### src/logic/rs_pkg.sv
package rs_pkg;

    // datapath, register index and reorder tag widths
    localparam int XLEN     = 32;
    localparam int REG_W    = 5;
    localparam int NUM_REGS = 32;
    localparam int TAG_W    = 4;

    // station depth and the width needed to index it
    localparam int RS_SIZE  = 4;
    localparam int RS_IDX_W = 2;

    // shifts only look at the low bits of the b operand
    localparam int SHAMT_W  = 5;

    localparam int DEC_OP_W = 6;

    // register forms first, then the immediate forms in the same operation order
    localparam logic [DEC_OP_W-1:0] DEC_ADD   = 6'd0;
    localparam logic [DEC_OP_W-1:0] DEC_SUB   = 6'd1;
    localparam logic [DEC_OP_W-1:0] DEC_AND   = 6'd2;
    localparam logic [DEC_OP_W-1:0] DEC_OR    = 6'd3;
    localparam logic [DEC_OP_W-1:0] DEC_XOR   = 6'd4;
    localparam logic [DEC_OP_W-1:0] DEC_SLL   = 6'd5;
    localparam logic [DEC_OP_W-1:0] DEC_SRL   = 6'd6;
    localparam logic [DEC_OP_W-1:0] DEC_SRA   = 6'd7;
    localparam logic [DEC_OP_W-1:0] DEC_SLT   = 6'd8;
    localparam logic [DEC_OP_W-1:0] DEC_SLTU  = 6'd9;
    localparam logic [DEC_OP_W-1:0] DEC_ADDI  = 6'd10;
    localparam logic [DEC_OP_W-1:0] DEC_SUBI  = 6'd11;
    localparam logic [DEC_OP_W-1:0] DEC_ANDI  = 6'd12;
    localparam logic [DEC_OP_W-1:0] DEC_ORI   = 6'd13;
    localparam logic [DEC_OP_W-1:0] DEC_XORI  = 6'd14;
    localparam logic [DEC_OP_W-1:0] DEC_SLLI  = 6'd15;
    localparam logic [DEC_OP_W-1:0] DEC_SRLI  = 6'd16;
    localparam logic [DEC_OP_W-1:0] DEC_SRAI  = 6'd17;
    localparam logic [DEC_OP_W-1:0] DEC_SLTI  = 6'd18;
    localparam logic [DEC_OP_W-1:0] DEC_SLTIU = 6'd19;

    localparam int ALU_OP_W = 4;

    localparam logic [ALU_OP_W-1:0] ALU_ADD  = 4'd0;
    localparam logic [ALU_OP_W-1:0] ALU_SUB  = 4'd1;
    localparam logic [ALU_OP_W-1:0] ALU_AND  = 4'd2;
    localparam logic [ALU_OP_W-1:0] ALU_OR   = 4'd3;
    localparam logic [ALU_OP_W-1:0] ALU_XOR  = 4'd4;
    localparam logic [ALU_OP_W-1:0] ALU_SLL  = 4'd5;
    localparam logic [ALU_OP_W-1:0] ALU_SRL  = 4'd6;
    localparam logic [ALU_OP_W-1:0] ALU_SRA  = 4'd7;
    localparam logic [ALU_OP_W-1:0] ALU_SLT  = 4'd8;
    localparam logic [ALU_OP_W-1:0] ALU_SLTU = 4'd9;

endpackage

### src/logic/rs_dispatch_if.sv
`timescale 1ns/1ps

interface rs_dispatch_if
    import rs_pkg::*;
();
    logic                valid;
    logic [ALU_OP_W-1:0] alu_op;
    logic [REG_W-1:0]    rd;
    logic [TAG_W-1:0]    tag;

    // an operand either carries its value or the tag it waits on
    logic [XLEN-1:0]     vj;
    logic                vj_ready;
    logic [TAG_W-1:0]    qj;
    logic [XLEN-1:0]     vk;
    logic                vk_ready;
    logic [TAG_W-1:0]    qk;

    // high while the station has at least one free entry
    logic                ready;

    modport producer (
        output valid, alu_op, rd, tag, vj, vj_ready, qj, vk, vk_ready, qk,
        input  ready
    );

    modport station (
        input  valid, alu_op, rd, tag, vj, vj_ready, qj, vk, vk_ready, qk,
        output ready
    );
endinterface

### src/logic/rs_issue_if.sv
`timescale 1ns/1ps

interface rs_issue_if
    import rs_pkg::*;
();
    logic                valid;
    logic [ALU_OP_W-1:0] alu_op;
    logic [XLEN-1:0]     a;
    logic [XLEN-1:0]     b;
    logic [TAG_W-1:0]    tag;
    logic [REG_W-1:0]    rd;

    // the execute side always takes what is issued
    modport station (
        output valid, alu_op, a, b, tag, rd
    );

    modport execute (
        input  valid, alu_op, a, b, tag, rd
    );
endinterface

### src/logic/rs_dispatch.sv
`timescale 1ns/1ps

module rs_dispatch
    import rs_pkg::*;
(
    input  logic                clk_in,
    input  logic                rst_in,
    input  logic                flush,
    input  logic                dispatch_valid,
    input  logic [DEC_OP_W-1:0] dispatch_op,
    input  logic [REG_W-1:0]    dispatch_rd,
    input  logic [REG_W-1:0]    dispatch_rs1,
    input  logic [REG_W-1:0]    dispatch_rs2,
    input  logic [XLEN-1:0]     dispatch_rs1_value,
    input  logic [XLEN-1:0]     dispatch_rs2_value,
    input  logic [XLEN-1:0]     dispatch_imm,
    input  logic [TAG_W-1:0]    dispatch_tag,
    input  logic                bcast_valid,
    input  logic [TAG_W-1:0]    bcast_tag,
    input  logic [XLEN-1:0]     bcast_data,
    rs_dispatch_if.producer     dp
);
    // rename table, one busy bit and newest writer tag per register
    logic [NUM_REGS-1:0] ren_busy;
    logic [TAG_W-1:0]    ren_tag [NUM_REGS];

    logic [ALU_OP_W-1:0] alu_op;
    logic                is_imm;
    logic                accept;
    logic                rs1_hit;
    logic                rs2_hit;

    always_comb begin
        alu_op = ALU_ADD;
        case (dispatch_op)
            DEC_ADD,  DEC_ADDI:  alu_op = ALU_ADD;
            DEC_SUB,  DEC_SUBI:  alu_op = ALU_SUB;
            DEC_AND,  DEC_ANDI:  alu_op = ALU_AND;
            DEC_OR,   DEC_ORI:   alu_op = ALU_OR;
            DEC_XOR,  DEC_XORI:  alu_op = ALU_XOR;
            DEC_SLL,  DEC_SLLI:  alu_op = ALU_SLL;
            DEC_SRL,  DEC_SRLI:  alu_op = ALU_SRL;
            DEC_SRA,  DEC_SRAI:  alu_op = ALU_SRA;
            DEC_SLT,  DEC_SLTI:  alu_op = ALU_SLT;
            DEC_SLTU, DEC_SLTIU: alu_op = ALU_SLTU;
            default:             alu_op = ALU_ADD;
        endcase
    end

    assign is_imm = (dispatch_op >= DEC_ADDI) && (dispatch_op <= DEC_SLTIU);
    assign accept = dispatch_valid && dp.ready;

    // a broadcast of the pending tag in this very cycle is forwarded directly
    assign rs1_hit = bcast_valid && (bcast_tag == ren_tag[dispatch_rs1]);
    assign rs2_hit = bcast_valid && (bcast_tag == ren_tag[dispatch_rs2]);

    assign dp.valid    = accept;
    assign dp.alu_op   = alu_op;
    assign dp.rd       = dispatch_rd;
    assign dp.tag      = dispatch_tag;
    assign dp.vj       = ren_busy[dispatch_rs1] ? bcast_data : dispatch_rs1_value;
    assign dp.vj_ready = !ren_busy[dispatch_rs1] || rs1_hit;
    assign dp.qj       = ren_tag[dispatch_rs1];
    assign dp.vk       = is_imm ? dispatch_imm :
                         ren_busy[dispatch_rs2] ? bcast_data : dispatch_rs2_value;
    assign dp.vk_ready = is_imm || !ren_busy[dispatch_rs2] || rs2_hit;
    assign dp.qk       = ren_tag[dispatch_rs2];

    always_ff @(posedge clk_in or posedge rst_in) begin
        if (rst_in) begin
            ren_busy <= '0;
        end else if (flush) begin
            ren_busy <= '0;
        end else begin
            for (int r = 0; r < NUM_REGS; r++) begin
                if (bcast_valid && (ren_tag[r] == bcast_tag)) begin
                    ren_busy[r] <= 1'b0;
                end
            end
            // the new mapping wins over a same-cycle clear of the same register
            if (accept) begin
                ren_busy[dispatch_rd] <= 1'b1;
            end
        end
    end

    always_ff @(posedge clk_in) begin
        if (accept) begin
            ren_tag[dispatch_rd] <= dispatch_tag;
        end
    end
endmodule

### src/logic/rs_execute.sv
`timescale 1ns/1ps

module rs_execute
    import rs_pkg::*;
(
    input  logic             clk_in,
    input  logic             rst_in,
    input  logic             flush,
    rs_issue_if.execute      iss,
    output logic             complete_valid,
    output logic [TAG_W-1:0] complete_tag,
    output logic [REG_W-1:0] complete_rd,
    output logic [XLEN-1:0]  complete_result
);
    logic [SHAMT_W-1:0] shamt;
    logic [XLEN-1:0]    result;

    assign shamt = iss.b[SHAMT_W-1:0];

    always_comb begin
        case (iss.alu_op)
            ALU_ADD:  result = iss.a + iss.b;
            ALU_SUB:  result = iss.a - iss.b;
            ALU_AND:  result = iss.a & iss.b;
            ALU_OR:   result = iss.a | iss.b;
            ALU_XOR:  result = iss.a ^ iss.b;
            ALU_SLL:  result = iss.a << shamt;
            ALU_SRL:  result = iss.a >> shamt;
            ALU_SRA:  result = $unsigned($signed(iss.a) >>> shamt);
            // comparisons give a single set bit or zero
            ALU_SLT:  result = {{(XLEN - 1){1'b0}}, $signed(iss.a) < $signed(iss.b)};
            ALU_SLTU: result = {{(XLEN - 1){1'b0}}, iss.a < iss.b};
            default:  result = '0;
        endcase
    end

    // completion is a single-cycle pulse toward the reorder buffer
    always_ff @(posedge clk_in or posedge rst_in) begin
        if (rst_in) begin
            complete_valid <= 1'b0;
        end else if (flush) begin
            complete_valid <= 1'b0;
        end else begin
            complete_valid <= iss.valid;
        end
    end

    always_ff @(posedge clk_in) begin
        if (iss.valid) begin
            complete_tag    <= iss.tag;
            complete_rd     <= iss.rd;
            complete_result <= result;
        end
    end
endmodule

### src/logic/rs_station.sv
`timescale 1ns/1ps

module rs_station
    import rs_pkg::*;
(
    input  logic             clk_in,
    input  logic             rst_in,
    input  logic             flush,
    input  logic             bcast_valid,
    input  logic [TAG_W-1:0] bcast_tag,
    input  logic [XLEN-1:0]  bcast_data,
    rs_dispatch_if.station   dp,
    rs_issue_if.station      iss,
    output logic             dispatch_ready
);
    logic [RS_SIZE-1:0]  busy;
    logic [RS_SIZE-1:0]  vj_ready;
    logic [RS_SIZE-1:0]  vk_ready;
    logic [ALU_OP_W-1:0] alu_op [RS_SIZE];
    logic [REG_W-1:0]    rd     [RS_SIZE];
    logic [TAG_W-1:0]    tag    [RS_SIZE];
    logic [XLEN-1:0]     vj     [RS_SIZE];
    logic [TAG_W-1:0]    qj     [RS_SIZE];
    logic [XLEN-1:0]     vk     [RS_SIZE];
    logic [TAG_W-1:0]    qk     [RS_SIZE];

    logic [RS_SIZE-1:0]  wake_j;
    logic [RS_SIZE-1:0]  wake_k;
    logic [RS_IDX_W-1:0] free_idx;
    logic [RS_IDX_W-1:0] issue_idx;
    logic                issue_found;

    assign dispatch_ready = ~&busy;
    assign dp.ready       = dispatch_ready;

    // scanning downwards leaves the lowest matching index in place
    always_comb begin
        free_idx    = '0;
        issue_idx   = '0;
        issue_found = 1'b0;
        for (int i = RS_SIZE - 1; i >= 0; i--) begin
            if (!busy[i]) begin
                free_idx = RS_IDX_W'(i);
            end
            if (busy[i] && vj_ready[i] && vk_ready[i]) begin
                issue_found = 1'b1;
                issue_idx   = RS_IDX_W'(i);
            end
        end
    end

    always_comb begin
        for (int i = 0; i < RS_SIZE; i++) begin
            wake_j[i] = bcast_valid && busy[i] && !vj_ready[i] && (qj[i] == bcast_tag);
            wake_k[i] = bcast_valid && busy[i] && !vk_ready[i] && (qk[i] == bcast_tag);
        end
    end

    always_ff @(posedge clk_in or posedge rst_in) begin
        if (rst_in) begin
            busy      <= '0;
            vj_ready  <= '0;
            vk_ready  <= '0;
            iss.valid <= 1'b0;
        end else if (flush) begin
            busy      <= '0;
            vj_ready  <= '0;
            vk_ready  <= '0;
            iss.valid <= 1'b0;
        end else begin
            vj_ready <= vj_ready | wake_j;
            vk_ready <= vk_ready | wake_k;
            // the free slot is never the issuing one, so both updates can land together
            if (dp.valid) begin
                busy[free_idx]     <= 1'b1;
                vj_ready[free_idx] <= dp.vj_ready;
                vk_ready[free_idx] <= dp.vk_ready;
            end
            if (issue_found) begin
                busy[issue_idx] <= 1'b0;
            end
            iss.valid <= issue_found;
        end
    end

    always_ff @(posedge clk_in) begin
        for (int i = 0; i < RS_SIZE; i++) begin
            if (wake_j[i]) begin
                vj[i] <= bcast_data;
            end
            if (wake_k[i]) begin
                vk[i] <= bcast_data;
            end
        end
        if (dp.valid) begin
            alu_op[free_idx] <= dp.alu_op;
            rd[free_idx]     <= dp.rd;
            tag[free_idx]    <= dp.tag;
            vj[free_idx]     <= dp.vj;
            qj[free_idx]     <= dp.qj;
            vk[free_idx]     <= dp.vk;
            qk[free_idx]     <= dp.qk;
        end
        if (issue_found) begin
            iss.alu_op <= alu_op[issue_idx];
            iss.a      <= vj[issue_idx];
            iss.b      <= vk[issue_idx];
            iss.tag    <= tag[issue_idx];
            iss.rd     <= rd[issue_idx];
        end
    end
endmodule

### src/logic/rs_top.sv
`timescale 1ns/1ps

module rs_top
    import rs_pkg::*;
(
    input  logic                clk_in,
    input  logic                rst_in,
    input  logic                dispatch_valid,
    input  logic [DEC_OP_W-1:0] dispatch_op,
    input  logic [REG_W-1:0]    dispatch_rd,
    input  logic [REG_W-1:0]    dispatch_rs1,
    input  logic [REG_W-1:0]    dispatch_rs2,
    input  logic [XLEN-1:0]     dispatch_rs1_value,
    input  logic [XLEN-1:0]     dispatch_rs2_value,
    input  logic [XLEN-1:0]     dispatch_imm,
    input  logic [TAG_W-1:0]    dispatch_tag,
    input  logic                bcast_valid,
    input  logic [TAG_W-1:0]    bcast_tag,
    input  logic [XLEN-1:0]     bcast_data,
    input  logic                flush,
    output logic                dispatch_ready,
    output logic                complete_valid,
    output logic [TAG_W-1:0]    complete_tag,
    output logic [REG_W-1:0]    complete_rd,
    output logic [XLEN-1:0]     complete_result
);
    rs_dispatch_if dp_if ();
    rs_issue_if    iss_if ();

    // renamed entries flow dispatch -> station -> execute
    rs_dispatch dispatch0 (
        .clk_in             (clk_in),
        .rst_in             (rst_in),
        .flush              (flush),
        .dispatch_valid     (dispatch_valid),
        .dispatch_op        (dispatch_op),
        .dispatch_rd        (dispatch_rd),
        .dispatch_rs1       (dispatch_rs1),
        .dispatch_rs2       (dispatch_rs2),
        .dispatch_rs1_value (dispatch_rs1_value),
        .dispatch_rs2_value (dispatch_rs2_value),
        .dispatch_imm       (dispatch_imm),
        .dispatch_tag       (dispatch_tag),
        .bcast_valid        (bcast_valid),
        .bcast_tag          (bcast_tag),
        .bcast_data         (bcast_data),
        .dp                 (dp_if.producer)
    );

    rs_station station0 (
        .clk_in         (clk_in),
        .rst_in         (rst_in),
        .flush          (flush),
        .bcast_valid    (bcast_valid),
        .bcast_tag      (bcast_tag),
        .bcast_data     (bcast_data),
        .dp             (dp_if.station),
        .iss            (iss_if.station),
        .dispatch_ready (dispatch_ready)
    );

    rs_execute execute0 (
        .clk_in          (clk_in),
        .rst_in          (rst_in),
        .flush           (flush),
        .iss             (iss_if.execute),
        .complete_valid  (complete_valid),
        .complete_tag    (complete_tag),
        .complete_rd     (complete_rd),
        .complete_result (complete_result)
    );
endmodule

### config.mk
export PLATFORM = sky130hd
export DESIGN_NAME = rs_top
export DESIGN_NICKNAME = d
export VERILOG_FILES = /design/src/logic/rs_pkg.sv /design/src/logic/rs_dispatch_if.sv /design/src/logic/rs_issue_if.sv /design/src/logic/rs_dispatch.sv /design/src/logic/rs_execute.sv /design/src/logic/rs_station.sv /design/src/logic/rs_top.sv
export SDC_FILE = /design/constraint.sdc
export NUM_CORES = 2
export LEC_CHECK = 0
export ABC_AREA = 1
export BUFFER_PORTS_ARGS = -buffer_cell sky130_fd_sc_hd__buf_4
export CORE_UTILIZATION = 50
export CTS_CLUSTER_DIAMETER = 80
export DETAILED_ROUTE_END_ITERATION = 10
export GPL_ROUTABILITY_DRIVEN = 0
export PLACE_DENSITY_LB_ADDON = 0.08
export SETUP_SLACK_MARGIN = 0.05
export SLEW_MARGIN = 20
export SYNTH_ARGS = -nofsm -noshare
export SYNTH_HDL_FRONTEND = slang
export SYNTH_SLANG_ARGS = --single-unit
### constraint.sdc
create_clock -name clk_in -period 7.1 [get_ports clk_in]
set_clock_uncertainty 0.15 [all_clocks]
set_input_delay 0.355 -clock clk_in [delete_from_list [all_inputs] [get_ports clk_in]]
set_output_delay 0.355 -clock clk_in [all_outputs]
set_load 0.05 [all_outputs]
==> summary.txt <==
Worst setup path
  • CP startpoint kind: flop
  • Cell family with most CP delay: compound AO/OA/AOI/OAI gates
  • Critical Path End Type: flop
  • Buf/Inv on CP: 4
  • Critical-path cell list: buf_4 -> clkinv_1 -> buf_4 -> ha_1 -> nand2_1 -> nand3_1 -> o21ai_1 -> o21a_1 -> o21ai_1 -> inv_1 -> o21ai_1 -> o21ai_0 -> nand4_1
  • Crit path required time: 7.22 ns
  • Slowest stage delay, CP: 0.78 ns
  • Crit path max fanout: 65
  • CP arrival: 4.67 ns
  • WS Path Type: flop to flop
  • Crit path top cell by count: o21ai_1
  • Slowest-stage cell, CP: o21ai_0

Finish
  • Layout area overhead: 13.7%
  • Nets: 5214
  • # diodes: 0
  • Layout cells sized above 1: 0.0936

Yosys
  • EDFF count, synth: 586
  • Post-synthesis async set-or-reset flop share: 0.0728
  • Sequential fraction of the synthesis area: 0.481
  • Simple-gate share of the synthesized area: 0.235
  • Main area contributors after synthesis: edfxtp_1 (45%), nand2_1 (12%), o21ai_0 (7.0%)
  • Post-synth top area cell: edfxtp_1
  • Adder-cell share of the synthesized area: 0.0322
  • Mux contribution to synthesized area: 0.00257
  • Xor/xnor share of the synthesized area: 0.0103
  • Synth Area per Inst: 8.08 um^2
  • Library cells used by synthesis: 58
  • Main combinational cell family by area after synthesis: simple AND/OR/NAND/NOR gates
  • Seq cells post-synth: 632
  • Cell Area, Synth: 39000 um^2
  • Post-synthesis compound-gate area fraction: 0.172
  • Ys flop type: edfxtp_1
  • Yosys warns: 0
  • Synth top area share: 0.452
  • Cells after Synth: 4822
  • Post-Syn Nets: 5083

Global route
  • Vias in the first global route: 33660
  • Largest net degree at the start of global routing: 101
  • Total global-route track usage: 0.355
  • First-pass GRT wire length: 210000 um
  • Total grt overflow: 0
  • Antenna violations before repair: 6

Floorplan
  • Die Ht: 281 um
  • Die ar.: 79100 um^2
  • Core area: 77300 um^2
  • IO Count: 205
  • Rows: 102
  • Die X: 281 um
  • Initial Utilization: 0.504

Route
  • 1st-iter DRT viols: 5022
  • Via count: 37014
  • 1st-pass router iterations: 8
  • Via/cell ratio: 6.11
  • Post-DR wirelength/cell: 23.5 um
  • DRC Markers: 0
  • ANT nets after route: 0
  • Routed wire length: 142000 um

Clock tree
  • H-Tree Depth: 3
  • Clock net sink count: 632
  • CTS-repair resized insts: 0
  • CTS Hold Bufs: 96
  • Postcts setup bufs: 0
  • Clk_lat worst skew: 0.65 ns
  • CTS root buffer: clkbuf_16
  • TritonCTS clock tree: done
  • Clock input transition at the sequential cells of the worst setup and hold paths: 0.06 ns
  • CTS max path bufs: 3
  • Cts bufs inserted: 72

Placement
  • Post-DP HPWL: 94200 um
  • I/O Buffers: 204

STA
  • Final period util: 0.640
  • Minimum clock period: 4.54 ns
  • Final Hold Violating Endpoints: 0
  • Slew margin rel.: 0.230
  • Fin. max-slew vios: 0
  • Worst-Margin Slew: 1.15 ns
  • Fmax: 220 MHz
  • Hold slack: 0.0219 ns
  • Final setup vio count: 0
  • Setup TNS: 0 ns
  • RSZ-0062 raised after global routing: false

Pwr
  • Static leakage: 17.5 nW
  • Final Power: 0.00919 W
  • IR drop worst, VDD: 0.000203 V
  • Cell Pwr Density: 208 nW/um^2

Worst hold path
  • Min-delay worst type: primary input to flop

Run
  • Maxcap violations: 0

Status
  • Status: completed
## cell usage after synthesis, drive strengths merged (11+ instances only)
cell type / n
clkbuf: 180
nor2: 360
o221ai: 11
nand2: 1287
a211oi: 11
o22ai: 31
buf: 109
ha: 97
o21ai: 729
a221oi: 12
inv: 340
dfrtp: 46
edfxtp: 586
nor3: 20
o211ai: 97
or2: 70
nand3: 424
o41ai: 33
nand4: 30
a21oi: 204
xor2: 37
## path summary, 6_finish.rpt
check                                    from                           end  slack, ns  depth (start not counted)
hold / removal               dispatch_imm[21]            station0.vk[3][21]       0.02                          3
max in group asynchronous              rst_in         dispatch0.ren_busy[5]       5.83                          4
hold reg to reg            station0.iss.rd[2]       execute0.complete_rd[2]       0.26                          0
setup reg to reg            station0.iss.b[2]  execute0.complete_result[12]       2.56                         13
setup / recovery            station0.iss.b[2]  execute0.complete_result[12]       2.56                         13
min in group asynchronous              rst_in       execute0.complete_valid       0.36                          4
## cells in the final DEF (no fill, tap or decap), drive strengths merged, types with 12 or more instances in the layout
master,n
a21oi,204
a221oi,12
buf,250
clkbuf,90
clkinv,37
dfrtp,46
dlygate4sd3,96
edfxtp,586
ha,97
inv,344
nand2,1287
nand3,424
nand4,30
nor2,360
nor3,20
o211ai,97
o21ai,729
o22ai,31
o41ai,33
or2,70
xor2,37
## layout make-up
class / instances / area [um^2]
well taps: 1040 / 1300
inverters: 346 / 1310
flip-flops and latches: 632 / 18700
repair buffers: 346 / 2860
fillers: 7093 / 33000
clock inverters: 44 / 512
multi-input cells: 3555 / 17700
clock buffers: 90 / 1900
## cells by family (layout without fill, tap and decap cells)
logic type	count (synthesis)	count (layout)
buffers and inverters	635	826
muxes	10	10
adders and majority gates	99	99
DFF	632	632
xor gates and xnor gates	46	46
AOI/OAI and AO/OA	1192	1192
and+or+nand+nor	2208	2208
## routing by layer
layer,track usage,vias up,wire (um)
li1,-,16915,-
met1,0.516,17316,59300
met2,0.508,2423,59900
met3,0.0741,354,17300
met4,0.149,6,5820
met5,0,-,55
## report_power, final
| group | internal (W) | switching, W | leakage [nW] | total (W) |
|---|---|---|---|---|
| logic | 0.000343 | 0.000767 | 10.3 | 0.00111 |
| registers | 0.00421 | 0.0000418 | 5.99 | 0.00425 |
| clock network | 0.00222 | 0.00161 | 1.18 | 0.00383 |
## sequential cells by signal, summed over array words and instances (netlist names), 20 cells and up
name                      flops
station0.vj                 128
station0.iss.b               32
station0.iss.a               32
dispatch0.ren_tag           128
station0.rd                  20
station0.vk                 128
dispatch0.ren_busy           32
execute0.complete_result     32
## worst min-delay path, stage by stage
cell and delay [ns]:
buf_4 0.08, o21ai_1 0.12, o21ai_1 0.14
## metrics by stage
| stage | cell area, um^2 | std cells | setup WS, ns | util |
|---|---|---|---|---|
| global route | 44300 | 6053 | 2.38 | 0.573 |
| detailed placement | 40900 | 5822 | 2.63 | 0.529 |
| finish | 44300 | 6053 | 2.56 | 0.573 |
| floorplan | 39000 | 4822 | 1.98 | - |
| CTS | 44300 | 6052 | 2.68 | 0.572 |
| global placement | 40900 | 5822 | 2.66 | 0.529 |
No activity file was read; power rests on OpenSTA's default activity.
